$ cat config.mk
export PLATFORM = sky130hd
export DESIGN_NAME = lcc_st_trans_top
export DESIGN_NICKNAME = d
export VERILOG_FILES = /design/src/common/lcc_state_pkg.sv /design/src/common/security_pkg.sv /design/src/common/unlock_if.sv /design/src/unlock_decode.sv /design/src/translator/state_translator.sv /design/src/soc_control_regs.sv /design/src/lcc_st_trans_top.sv
export SDC_FILE = /design/constraint.sdc
export NUM_CORES = 1
export LEC_CHECK = 0
export BUFFER_PORTS_ARGS = -buffer_cell sky130_fd_sc_hd__buf_2
export CORE_AREA = 3 3 122 124
export DETAILED_ROUTE_END_ITERATION = 12
export DIE_AREA = 0 0 125 127
export GPL_ROUTABILITY_DRIVEN = 0
export PLACE_DENSITY = 0.51
export SYNTH_ARGS = -nofsm -noshare
export SYNTH_HDL_FRONTEND = slang
export SYNTH_HIERARCHICAL = 1
export SYNTH_SLANG_ARGS = --single-unit
$ cat constraint.sdc
create_clock -name clk_i -period 1.9 [get_ports clk_i]
set_input_delay 0.285 -clock clk_i [delete_from_list [all_inputs] [get_ports clk_i]]
set_output_delay 0.285 -clock clk_i [all_outputs]
set_load 0.05 [all_outputs]
$ cat src/common/lcc_state_pkg.sv
// Lifecycle state encoding and enable token values, imported by the decode and control blocks
`default_nettype none

package lcc_state_pkg;

  // ----------------------------------------
  // Lifecycle states
  // ----------------------------------------

  // Compact 5-bit encoding, test states interleaved in fuse order
  typedef enum logic [4:0] {
    LcStRaw           = 5'd0,
    LcStTestUnlocked0 = 5'd1,
    LcStTestLocked0   = 5'd2,
    LcStTestUnlocked1 = 5'd3,
    LcStTestLocked1   = 5'd4,
    LcStTestUnlocked2 = 5'd5,
    LcStTestLocked2   = 5'd6,
    LcStTestUnlocked3 = 5'd7,
    LcStTestLocked3   = 5'd8,
    LcStTestUnlocked4 = 5'd9,
    LcStTestLocked4   = 5'd10,
    LcStTestUnlocked5 = 5'd11,
    LcStTestLocked5   = 5'd12,
    LcStTestUnlocked6 = 5'd13,
    LcStTestLocked6   = 5'd14,
    LcStTestUnlocked7 = 5'd15,
    LcStDev           = 5'd16,
    LcStProd          = 5'd17,
    LcStProdEnd       = 5'd18,
    LcStRma           = 5'd19,
    LcStScrap         = 5'd20
  } lc_state_e;

  // Any of the eight debug-open test states
  function automatic logic lc_is_test_unlocked(lc_state_e st);
    return st inside {LcStTestUnlocked0, LcStTestUnlocked1, LcStTestUnlocked2,
                      LcStTestUnlocked3, LcStTestUnlocked4, LcStTestUnlocked5,
                      LcStTestUnlocked6, LcStTestUnlocked7};
  endfunction

  // Any of the seven locked test states
  function automatic logic lc_is_test_locked(lc_state_e st);
    return st inside {LcStTestLocked0, LcStTestLocked1, LcStTestLocked2,
                      LcStTestLocked3, LcStTestLocked4, LcStTestLocked5,
                      LcStTestLocked6};
  endfunction

  // ----------------------------------------
  // Enable tokens
  // ----------------------------------------

  // Multi-bit token, only the exact On pattern enables
  typedef logic [3:0] lc_tx_t;
  localparam lc_tx_t LcTxOn  = 4'b0101;
  localparam lc_tx_t LcTxOff = 4'b1010;

endpackage

`default_nettype wire

$ cat src/common/security_pkg.sv
// Security state types, translator FSM encoding and width defaults for the translator design
`default_nettype none

package security_pkg;

  // ----------------------------------------
  // Core security state
  // ----------------------------------------

  // Device lifecycle seen by the security core
  typedef enum logic [1:0] {
    DEVICE_UNPROVISIONED = 2'b00,
    DEVICE_MANUFACTURING = 2'b01,
    DEVICE_PRODUCTION    = 2'b11
  } device_lifecycle_e;

  typedef struct packed {
    device_lifecycle_e device_lifecycle;
    logic              debug_locked;
  } security_state_t;

  // Safe fallback, production with debug locked
  localparam security_state_t SecStateDefault = '{
    device_lifecycle: DEVICE_PRODUCTION,
    debug_locked:     1'b1
  };

  // Translator FSM states, all eight codes used
  typedef enum logic [2:0] {
    TRANSLATOR_RESET           = 3'd0,
    TRANSLATOR_IDLE            = 3'd1,
    TRANSLATOR_NON_DEBUG       = 3'd2,
    TRANSLATOR_UNPROV_DEBUG    = 3'd3,
    TRANSLATOR_MANUF_NON_DEBUG = 3'd4,
    TRANSLATOR_MANUF_DEBUG     = 3'd5,
    TRANSLATOR_PROD_NON_DEBUG  = 3'd6,
    TRANSLATOR_PROD_DEBUG      = 3'd7
  } translator_state_e;

  // Width defaults picked up by the top level
  localparam int unsigned UnlockLevelWidthDefault = 64;
  localparam int unsigned ZeroizeMaskWidthDefault = 32;

endpackage

`default_nettype wire

$ cat src/common/unlock_if.sv
// Decoded unlock and scrap flags, driven by the unlock decoder and read by the translator and regs
`timescale 1ns/1ns
`default_nettype none

interface unlock_if;

  // Unlock level hit the DFT mask
  logic dft_unlock;
  // Unlock level hit the hardware debug (CLTAP) mask
  logic hw_debug_unlock;
  // Unlock level hit the production debug mask
  logic prod_debug_unlock;
  // Lifecycle controller is programming SCRAP
  logic scrap_req;

  // Decoder side
  modport source (output dft_unlock, hw_debug_unlock, prod_debug_unlock, scrap_req);

  // Consumer side
  modport sink (input dft_unlock, hw_debug_unlock, prod_debug_unlock, scrap_req);

endinterface

`default_nettype wire

$ cat src/unlock_decode.sv
// Masks the debug unlock level into unlock flags and spots SCRAP program requests, all combinational
`timescale 1ns/1ns
`default_nettype none

module unlock_decode #(
  parameter int unsigned UnlockLevelWidth = security_pkg::UnlockLevelWidthDefault
) (
  // Unlock level from the security core
  input  wire logic [UnlockLevelWidth-1:0] unlock_level_i,
  // SoC supplied masks
  input  wire logic [UnlockLevelWidth-1:0] dft_mask_i,
  input  wire logic [UnlockLevelWidth-1:0] debug_unlock_mask_i,
  input  wire logic [UnlockLevelWidth-1:0] cltap_mask_i,
  // Program request from the lifecycle controller
  input  wire logic                        lc_prog_req_i,
  input  wire lcc_state_pkg::lc_state_e    lc_prog_state_i,
  // Decoded flags
  unlock_if.source                         unl
);

  import lcc_state_pkg::*;

  // ----------------------------------------
  // Masked unlock level
  // ----------------------------------------

  logic [UnlockLevelWidth-1:0] dft_masked;
  logic [UnlockLevelWidth-1:0] hw_dbg_masked;
  logic [UnlockLevelWidth-1:0] prod_dbg_masked;

  // Bitwise qualify the level with each mask
  assign dft_masked      = unlock_level_i & dft_mask_i;
  assign hw_dbg_masked   = unlock_level_i & cltap_mask_i;
  assign prod_dbg_masked = unlock_level_i & debug_unlock_mask_i;

  // Any surviving bit unlocks
  assign unl.dft_unlock        = |dft_masked;
  assign unl.hw_debug_unlock   = |hw_dbg_masked;
  assign unl.prod_debug_unlock = |prod_dbg_masked;

  // ----------------------------------------
  // Scrap detection
  // ----------------------------------------

  // Only a live request towards SCRAP counts
  assign unl.scrap_req = lc_prog_req_i && (lc_prog_state_i == LcStScrap);

endmodule

`default_nettype wire

$ cat src/translator/state_translator.sv
// Translator FSM mapping the fuse lifecycle state to the registered core security state
`timescale 1ns/1ns
`default_nettype none

module state_translator (
  input  wire logic                     clk_i,
  input  wire logic                     rst_ni,
  // Fuse data valid level, low holds the FSM in RESET
  input  wire logic                     otp_valid_i,
  // Invalid state error from the SoC
  input  wire logic                     state_error_i,
  // Warm reset about to hit, forces the default output
  input  wire logic                     early_warm_reset_warn_i,
  // Manufacturing debug enable from the security core
  input  wire logic                     manuf_dbg_enable_i,
  // Lifecycle state as read from fuses
  input  wire lcc_state_pkg::lc_state_e otp_state_i,
  unlock_if.sink                        unl,
  output security_pkg::security_state_t security_state_o
);

  import lcc_state_pkg::*;
  import security_pkg::*;

  translator_state_e state_q;
  translator_state_e state_d;
  lc_state_e         otp_state_q;
  security_state_t   sec_state_d;
  logic              lockdown;

  // Either cause sends every post-IDLE state to NON_DEBUG
  assign lockdown = state_error_i | unl.scrap_req;

  // ----------------------------------------
  // Next state
  // ----------------------------------------

  always_comb begin
    // Hold by default
    state_d = state_q;
    case (state_q)
      // Register only advances while valid is high
      TRANSLATOR_RESET: begin
        state_d = TRANSLATOR_IDLE;
      end
      // Decode the fuse state latched on the previous edge
      TRANSLATOR_IDLE: begin
        if (lockdown || otp_state_q == LcStScrap) begin
          state_d = TRANSLATOR_NON_DEBUG;
        end else if (otp_state_q == LcStRaw || lc_is_test_locked(otp_state_q)) begin
          state_d = TRANSLATOR_NON_DEBUG;
        end else if (lc_is_test_unlocked(otp_state_q)) begin
          state_d = TRANSLATOR_UNPROV_DEBUG;
        end else if (otp_state_q == LcStDev) begin
          state_d = TRANSLATOR_MANUF_NON_DEBUG;
        end else if (otp_state_q == LcStProd || otp_state_q == LcStProdEnd) begin
          state_d = TRANSLATOR_PROD_NON_DEBUG;
        end else if (otp_state_q == LcStRma) begin
          state_d = TRANSLATOR_PROD_DEBUG;
        end else begin
          // Unused encodings treated as locked
          state_d = TRANSLATOR_NON_DEBUG;
        end
      end
      // Sticky until valid drops
      TRANSLATOR_NON_DEBUG: begin
        state_d = TRANSLATOR_NON_DEBUG;
      end
      TRANSLATOR_MANUF_NON_DEBUG: begin
        if (lockdown) begin
          state_d = TRANSLATOR_NON_DEBUG;
        end else if (manuf_dbg_enable_i) begin
          state_d = TRANSLATOR_MANUF_DEBUG;
        end
      end
      TRANSLATOR_PROD_NON_DEBUG: begin
        if (lockdown) begin
          state_d = TRANSLATOR_NON_DEBUG;
        end else if (unl.prod_debug_unlock) begin
          state_d = TRANSLATOR_PROD_DEBUG;
        end
      end
      // Debug states only leave on lockdown
      TRANSLATOR_UNPROV_DEBUG, TRANSLATOR_MANUF_DEBUG, TRANSLATOR_PROD_DEBUG: begin
        if (lockdown) begin
          state_d = TRANSLATOR_NON_DEBUG;
        end
      end
      default: begin
        state_d = TRANSLATOR_NON_DEBUG;
      end
    endcase
  end

  // ----------------------------------------
  // Security state per FSM state
  // ----------------------------------------

  // Moore decode, lands one edge after the state register
  always_comb begin
    case (state_q)
      TRANSLATOR_UNPROV_DEBUG: begin
        sec_state_d = '{device_lifecycle: DEVICE_UNPROVISIONED, debug_locked: 1'b0};
      end
      TRANSLATOR_MANUF_NON_DEBUG: begin
        sec_state_d = '{device_lifecycle: DEVICE_MANUFACTURING, debug_locked: 1'b1};
      end
      TRANSLATOR_MANUF_DEBUG: begin
        sec_state_d = '{device_lifecycle: DEVICE_MANUFACTURING, debug_locked: 1'b0};
      end
      TRANSLATOR_PROD_DEBUG: begin
        sec_state_d = '{device_lifecycle: DEVICE_PRODUCTION, debug_locked: 1'b0};
      end
      // RESET, IDLE, NON_DEBUG, PROD_NON_DEBUG
      default: begin
        sec_state_d = SecStateDefault;
      end
    endcase
  end

  // ----------------------------------------
  // Registers
  // ----------------------------------------

  always_ff @(posedge clk_i or negedge rst_ni) begin
    if (!rst_ni) begin
      state_q          <= TRANSLATOR_RESET;
      otp_state_q      <= LcStRaw;
      security_state_o <= SecStateDefault;
    end else if (!otp_valid_i) begin
      // Fuse data not valid yet, park everything
      state_q          <= TRANSLATOR_RESET;
      otp_state_q      <= LcStRaw;
      security_state_o <= SecStateDefault;
    end else begin
      state_q          <= state_d;
      otp_state_q      <= otp_state_i;
      // Warm reset warning overrides the decoded value
      security_state_o <= early_warm_reset_warn_i ? SecStateDefault : sec_state_d;
    end
  end

endmodule

`default_nettype wire

$ cat src/soc_control_regs.sv
// Registered SoC DFT and hardware debug enables plus the fuse zeroization command
`timescale 1ns/1ns
`default_nettype none

module soc_control_regs #(
  parameter int unsigned ZeroizeMaskWidth = security_pkg::ZeroizeMaskWidthDefault
) (
  input  wire logic                        clk_i,
  input  wire logic                        rst_ni,
  // Fuse data valid level, low clears the enables
  input  wire logic                        otp_valid_i,
  // Lifecycle enable tokens
  input  wire lcc_state_pkg::lc_tx_t       lc_dft_en_i,
  input  wire lcc_state_pkg::lc_tx_t       lc_hw_debug_en_i,
  // Zeroization mask and PPD strap
  input  wire logic [ZeroizeMaskWidth-1:0] zeroize_mask_i,
  input  wire logic                        zeroize_ppd_i,
  unlock_if.sink                           unl,
  output logic                             soc_dft_en_o,
  output logic                             soc_hw_debug_en_o,
  output logic                             zeroize_cmd_o
);

  import lcc_state_pkg::*;

  logic dft_en_d;
  logic hw_debug_en_d;
  logic zeroize_d;

  // Token On or masked unlock, vetoed by a pending scrap
  function automatic logic enable_next(lc_tx_t token, logic unlock, logic scrap);
    return ((token == LcTxOn) || unlock) && !scrap;
  endfunction

  assign dft_en_d      = enable_next(lc_dft_en_i, unl.dft_unlock, unl.scrap_req);
  assign hw_debug_en_d = enable_next(lc_hw_debug_en_i, unl.hw_debug_unlock, unl.scrap_req);

  // Every mask bit set and PPD asserted
  assign zeroize_d = (&zeroize_mask_i) & zeroize_ppd_i;

  // ----------------------------------------
  // Output registers
  // ----------------------------------------

  always_ff @(posedge clk_i or negedge rst_ni) begin
    if (!rst_ni) begin
      soc_dft_en_o      <= 1'b0;
      soc_hw_debug_en_o <= 1'b0;
      zeroize_cmd_o     <= 1'b0;
    end else begin
      // Zeroization ignores valid
      zeroize_cmd_o <= zeroize_d;
      if (otp_valid_i) begin
        soc_dft_en_o      <= dft_en_d;
        soc_hw_debug_en_o <= hw_debug_en_d;
      end else begin
        soc_dft_en_o      <= 1'b0;
        soc_hw_debug_en_o <= 1'b0;
      end
    end
  end

endmodule

`default_nettype wire

$ cat src/lcc_st_trans_top.sv
// Lifecycle state translator top level, plain ports around the decoder, translator FSM and regs
`timescale 1ns/1ns
`default_nettype none

module lcc_st_trans_top #(
  parameter int unsigned UnlockLevelWidth = security_pkg::UnlockLevelWidthDefault,
  parameter int unsigned ZeroizeMaskWidth = security_pkg::ZeroizeMaskWidthDefault
) (
  input  wire logic                        clk_i,
  input  wire logic                        rst_ni,
  input  wire logic                        early_warm_reset_warn_i,
  input  wire logic                        state_error_i,
  // Fuse controller side
  input  wire logic                        otp_valid_i,
  input  wire lcc_state_pkg::lc_state_e    otp_state_i,
  // Lifecycle controller side
  input  wire logic                        lc_prog_req_i,
  input  wire lcc_state_pkg::lc_state_e    lc_prog_state_i,
  input  wire lcc_state_pkg::lc_tx_t       lc_dft_en_i,
  input  wire lcc_state_pkg::lc_tx_t       lc_hw_debug_en_i,
  // Security core side
  input  wire logic                        manuf_dbg_enable_i,
  input  wire logic [UnlockLevelWidth-1:0] unlock_level_i,
  // SoC masks
  input  wire logic [UnlockLevelWidth-1:0] dft_mask_i,
  input  wire logic [UnlockLevelWidth-1:0] debug_unlock_mask_i,
  input  wire logic [UnlockLevelWidth-1:0] cltap_mask_i,
  // Zeroization
  input  wire logic [ZeroizeMaskWidth-1:0] zeroize_mask_i,
  input  wire logic                        zeroize_ppd_i,
  output logic                             zeroize_cmd_o,
  // SoC enables and core security state
  output logic                             soc_dft_en_o,
  output logic                             soc_hw_debug_en_o,
  output security_pkg::security_state_t    security_state_o
);

  // Shared unlock and scrap flags
  unlock_if unl_if ();

  // Masking and scrap detection
  unlock_decode #(
    .UnlockLevelWidth(UnlockLevelWidth)
  ) u_unlock_decode (
    .unlock_level_i     (unlock_level_i),
    .dft_mask_i         (dft_mask_i),
    .debug_unlock_mask_i(debug_unlock_mask_i),
    .cltap_mask_i       (cltap_mask_i),
    .lc_prog_req_i      (lc_prog_req_i),
    .lc_prog_state_i    (lc_prog_state_i),
    .unl                (unl_if.source)
  );

  // Lifecycle to security state FSM
  state_translator u_state_translator (
    .clk_i                  (clk_i),
    .rst_ni                 (rst_ni),
    .otp_valid_i            (otp_valid_i),
    .state_error_i          (state_error_i),
    .early_warm_reset_warn_i(early_warm_reset_warn_i),
    .manuf_dbg_enable_i     (manuf_dbg_enable_i),
    .otp_state_i            (otp_state_i),
    .unl                    (unl_if.sink),
    .security_state_o       (security_state_o)
  );

  // SoC enables and zeroization
  soc_control_regs #(
    .ZeroizeMaskWidth(ZeroizeMaskWidth)
  ) u_soc_control_regs (
    .clk_i            (clk_i),
    .rst_ni           (rst_ni),
    .otp_valid_i      (otp_valid_i),
    .lc_dft_en_i      (lc_dft_en_i),
    .lc_hw_debug_en_i (lc_hw_debug_en_i),
    .zeroize_mask_i   (zeroize_mask_i),
    .zeroize_ppd_i    (zeroize_ppd_i),
    .unl              (unl_if.sink),
    .soc_dft_en_o     (soc_dft_en_o),
    .soc_hw_debug_en_o(soc_hw_debug_en_o),
    .zeroize_cmd_o    (zeroize_cmd_o)
  );

endmodule

`default_nettype wire

==> results of run 1 <==
[final timing paths]
kind | from | endpoint | slack [ns] | cells past startpoint
max | debug_unlock_mask_i[18] | u_state_translator/state_q[0] | 0.007 | 8
min | otp_state_i[4] | u_state_translator/otp_state_q[4] | 0.26 | 2
max reg2reg | u_state_translator/state_q[2] | u_state_translator/state_q[1] | 0.53 | 3
min reg2reg | u_state_translator/state_q[0] | u_state_translator/state_q[0] | 0.54 | 1
max in group asynchronous | rst_ni | u_state_translator/security_state_o[0] | 1.15 | 2
min in group asynchronous | rst_ni | u_state_translator/state_q[0] | 0.47 | 2
[what timing repair did]
item,in CTS,in global routing
hold buffers,1,0
endpoints found under the hold margin,11,0
resized for setup,11,9
buffers inserted,0,0
endpoints found under the setup margin,2,3
pin swaps,5,4
[power groups by stage]
stage	sequential, mW	clock, mW	combinational [mW]
final	0.329	0.438	0.767
after CTS	0.328	0.449	0.752
after global routing	0.330	0.459	0.833
after detailed placement	0.332	0	0.729
after global placement	0.332	0	0.718
after floorplan	0.343	0	0.190
[stage by stage]
stage          setup TNS, ns  std cells  power (mW)
6_report                   0        731       1.534
5_1_grt             -0.05647        731       1.623
4_1_cts                    0        727       1.529
3_5_place_dp         -0.9739        722       1.061
3_3_place_gp         -0.9603        722       1.050
2_1_floorplan              0        176      0.5326
[metal layers]
metal / part of all wire / up-vias / track usage / wire (um)
met5: 0 / - / 0 / 0
met4: 0.023 / 0 / 0.05357 / 339
met3: 0.070 / 18 / 0.03135 / 1018
met2: 0.50 / 180 / 0.2980 / 7263
met1: 0.40 / 1617 / 0.2006 / 5828
li1: - / 1601 / - / -
[cell usage after synthesis (all sizes together) (3+ instances only)]
cell	number	area, um^2
nand4	19	118.9
nor4bb	3	30.03
dfrtp	11	275.3
a22o	48	420.4
nor3	3	20.02
nor2	6	22.52
and2	5	31.28
nor2b	3	18.77
or4	5	37.54
dfstp	3	78.83
a221oi	48	470.5
[final cells by class]
type	count	area, um^2	area share
timing repair buffer	367	1959	0.4780
multi-input combinational	161	1458	0.3556
sequential	14	354.1	0.08639
tap	180	225.2	0.05495
clock buffer	4	88.84	0.02167
antenna	4	10.01	0.002442
inverter	1	3.754	0.0009158
[state kept, by name, indices dropped and copies added (netlist names)]
register / count
u_soc_control_regs/soc_dft_en_o: 1
u_soc_control_regs/soc_hw_debug_en_o: 1
u_soc_control_regs/zeroize_cmd_o: 1
u_state_translator/otp_state_q: 5
u_state_translator/security_state_o: 3
u_state_translator/state_q: 3
[kinds of logic (layout without fill, tap and decap cells)]
group / count (synthesis) / in the layout
simple gates: 56 / 56
compound gates: 104 / 104
other cells: 0 / 4
buf+inv: 1 / 372
flops: 14 / 14
mux: 1 / 1
[worst max-delay path: stages]
cell       delay (ns)
buf_2            0.10
a22o_1           0.23
a221oi_2         0.25
nand4_1          0.18
or4_4            0.58
mux2i_1          0.15
and3_4           0.20
a2111oi_2        0.04
==> flow_metrics.tcl, run 1 <==
set metrics [dict create \
    status "completed" \
    grt_pass1_wl_um 20640 \
    ir_drop_mv 0.2434 \
    synth-compound-area-share 0.5682 \
    timing.final.crit_share 0.9965 \
    die_w_um 125 \
    layout-drive-gt1-share 0.7459 \
    grt_max_degree 15 \
    internal-power_mw 1.078 \
    worst_pin_slew_ns 0.4199 \
    critical_path_arrival_ns 2.00 \
    start_kind "input port" \
    yosysSeqAreaShare 0.2085 \
    drv_slew 0 \
    ys.flop_type "dfrtp_1" \
    end_kind "flip-flop" \
    synth_nets 490 \
    ios 320 \
    p_leak_nw 2.148 \
    cts_buffer_depth 2 \
    synthAdderAreaFrac 0 \
    setup_ws_ns 0.006614 \
    share_comb_of_total_power 0.500 \
    drt_iter0_drc 166 \
    placement.io_buffers 319 \
    syn_to_final_growth_pct 141.4 \
    wl_um 14450 \
    rsz0062_at_grt "yes" \
    wl_per_cell_um 19.77 \
    track_usage 0.1661 \
    die_area_um2 15880 \
    mostFrequentLayoutCell "buf_2" \
    synth_edf_count 0 \
    synth.area.mux_share 0.005895 \
    clkTransAtPathRegs_ns 0.05 \
    fin_crit_ns 1.893 \
    n_fill_cell 1527 \
    antenna_found_initial 4 \
    max_freq_mhz 528.2 \
    hpwlAfterDp_um 13330 \
    ys_types 32 \
    ys_warn_count 6 \
    viasPerCell 4.673 \
    yosys.area_share.simple 0.2152 \
    drc 0 \
    die_y_um 127 \
    fin_util 0.2953 \
    dr.pass1.iters 4 \
    synth_xor_area_frac 0 \
    placed_area_um2 3872 \
    synth_top_family_by_area "compound AO/OA/AOI/OAI gates" \
    finalHoldViolCount 0 \
    critical_path_class "input port to flip-flop" \
    grt-ovfl-total 0 \
    maxSlewHeadroom 0.7164 \
    cts_max_level 1 \
    first_global_vias 3711 \
    power.density_nw_per_um2 374.2 \
    swShare 0.2975 \
    critical_path_required_ns 2.01 \
    rows 43 \
    setup_viol 0 \
    nets 862 \
    synth_cells 176 \
    stdcell_area_um2 4099 \
    cts_buffers 3 \
    core_um2 13880 \
    pwr-share-clk 0.286 \
    clkLatencyLatePin_ns 0.24 \
    routed-via-count 3416 \
    switchingPower_mw 0.4563 \
    cts_root_buf "clkbuf_16" \
    final_cell_mix "319 x buf_2, 48 x a22o_1, 47 x buf_4, 25 x a221oi_2, 23 x a221oi_1" \
    ant_nets 0 \
    hp-class "input port to flip-flop" \
    start_util 0.1223 \
    cts_tree "yes" \
    dp_slack_ns -0.4846 \
    fin_worst_skew_ns 0.001345 \
    async_flop_share 1.000 \
    cap_violations 0 \
    path_max_fanout 1 \
    mappedNetlistArea_um2 1698 \
    synth_seq_cells 14 \
    hold_slack_ns 0.2554 \
    cts.sinks 14 \
    power_frac_seq 0.214 \
    syn_avg_cell_area_um2 9.647 \
]
No activity file was read; power rests on OpenSTA's default activity.
==> inputs of run 2 (changes only) <==
--- a/config.mk
+++ b/config.mk
@@ -11,6 +11,7 @@
 export DIE_AREA = 0 0 125 127
 export GPL_ROUTABILITY_DRIVEN = 0
 export PLACE_DENSITY = 0.51
+export SETUP_SLACK_MARGIN = 0.3
 export SYNTH_ARGS = -nofsm -noshare
 export SYNTH_HDL_FRONTEND = slang
 export SYNTH_HIERARCHICAL = 1
==> flow_metrics.tcl, run 2 (synthesis gave the netlist of run 1 again) <==
set metrics [dict create \
    cts_root_buf "clkbuf_16" \
    rows 43 \
    hp-class "input port to flip-flop" \
    dr.pass1.iters 4 \
    ir_drop_mv 0.2249 \
    grt_max_degree 15 \
    start_util 0.1223 \
    viasPerCell 4.696 \
    hold_path_depth 2 \
    largest_reg_flops 5 \
    first_global_vias 3769 \
    power.density_nw_per_um2 367.0 \
    p_leak_nw 2.148 \
    syn_to_final_growth_pct 145.6 \
    cts.sinks 14 \
    cts_tree "yes" \
    worst_pin_slew_ns 0.7086 \
    hpwlAfterDp_um 13140 \
    placedCellCount 714 \
    finalPower_mw 1.531 \
    n_fill_cell 1524 \
    critical_path_required_ns 2.00 \
    critical_path_arrival_ns 1.96 \
    layout-drive-gt1-share 0.7681 \
    min_from "otp_state_i[4]" \
    fin_crit_ns 1.861 \
    crit_family "simple AND/OR/NAND/NOR gates" \
    drv_slew 0 \
    rsz0062_at_grt "yes" \
    track_usage 0.1660 \
    clkLatencyLatePin_ns 0.24 \
    core_um2 13880 \
    reg2regPathDepth 3 \
    die_y_um 127 \
    rrSetupSlack_ns 0.55 \
    holdPathEnd "u_state_translator/otp_state_q[4]" \
    wl_um 14300 \
    hold_slack_ns 0.2604 \
    setup_viol 0 \
    timing.final.crit_share 0.9792 \
    max_stage_delay_ns 0.57 \
    ant_nets 0 \
    cap_violations 0 \
    worst_path_max_delay_cell "or4_4" \
    cts_max_level 1 \
    critical_path_class "input port to flip-flop" \
    status "completed" \
    worstReg2RegEnd "u_state_translator/state_q[1]" \
    drc 0 \
    end_kind "flip-flop" \
    placement.io_buffers 319 \
    startpoint "debug_unlock_mask_i[19]" \
    cts_setup_buffers 0 \
    start_kind "input port" \
    drt_iter0_drc 135 \
    largest_registers "u_state_translator/otp_state_q x5, u_state_translator/security_state_o x3, u_state_translator/state_q x3" \
    path_max_fanout 1 \
    routed-via-count 3381 \
    path_depth 8 \
    wl_per_cell_um 19.86 \
    final_cell_mix "315 x buf_2, 47 x a22o_1, 38 x a221oi_2, 35 x buf_4, 19 x nand4_1" \
    ios 320 \
    r2r_start "u_state_translator/state_q[2]" \
    fin_cells 720 \
    max_freq_mhz 537.5 \
    die_w_um 125 \
    fin_worst_skew_ns 0.001525 \
    grt-ovfl-total 0 \
    maxSlewHeadroom 0.5212 \
    top_register "u_state_translator/otp_state_q" \
    antenna_found_initial 2 \
    setup_ws_ns 0.03944 \
    dp_slack_ns -0.3019 \
    nets 854 \
    stdcell_area_um2 4170 \
    critPathBufInv 1 \
    cts_buffers 3 \
    crit_path_cell_trace "buf_2 > a22o_1 > a221oi_2 > nand4_1 > or4_4 > mux2i_1 > and3_4 > a2111oi_2" \
    finalHoldViolCount 0 \
    placed_area_um2 3875 \
    mostFrequentLayoutCell "buf_2" \
    cts_buffer_depth 2 \
    clkTransAtPathRegs_ns 0.05 \
    die_area_um2 15880 \
    grt_pass1_wl_um 20760 \
]
run 2: changes by cell type in the layout (fill, tap and decap cells not counted), moves of 2 or more:
cell	change
a221oi_1	-13
a221oi_2	+13
buf_4	-12
buf_6	+6
buf_2	-4
diode_2	-3
nor2_1	-2
run 2: worst max path at each step:
stage	end	slack, ns
after floorplan	u_state_translator/state_q[0]	0.14
after global placement	u_state_translator/state_q[0]	-0.31
after detailed placement	u_state_translator/state_q[0]	-0.30
after CTS	u_state_translator/state_q[0]	0.02
after global routing	u_state_translator/state_q[0]	-0.05
final	u_state_translator/state_q[0]	0.04
run 2: repair_timing:
item                       4_1_cts  5_1_grt
setup endpoints to repair        3        3
pin swaps                       14       17
gates resized for setup         20       19
hold endpoints to repair        11        0
hold buffers                     1        0
run 2: through the flow:
step | setup TNS [ns] | utilization
finish | 0 | 0.3004
global route | -0.05096 | 0.3004
CTS | 0 | 0.2934
detailed placement | -0.6717 | 0.2792
global placement | -0.6209 | 0.2792
floorplan | 0 | -
run 2: area by class of cell:
type                       count  area [um^2]  area share
tap                          180        225.2     0.05401
sequential                    14        354.1     0.08491
clock buffer                   4        78.83     0.01890
timing repair buffer         359         1952      0.4680
antenna                        1        2.502   0.0006001
multi-input combinational    161         1554      0.3726
inverter                       1        3.754   0.0009001
run 2: report_power, final:
group	leakage, nW	switching [mW]	internal, mW
clock	0.0382	0.120	0.283
combinational	1.94	0.343	0.455
sequential	0.173	0.0142	0.315
total	2.15	0.477	1.05
run 2: worst register-to-register path, stage by stage, from the launching register on:
cell and delay [ns]:
dfrtp_1 0.45, nor3_1 0.22, a41oi_1 0.15, o311a_2 0.40
run 2: per-layer routing:
layer / part of all wire / wire, um / global-route usage / vias to the layer above
met5: 0.00091 / 13 / 0 / -
met1: 0.41 / 5847 / 0.2062 / 1596
met3: 0.075 / 1070 / 0.03888 / 20
met4: 0.020 / 289 / 0.04656 / 2
li1: - / - / - / 1587
met2: 0.50 / 7079 / 0.2885 / 176
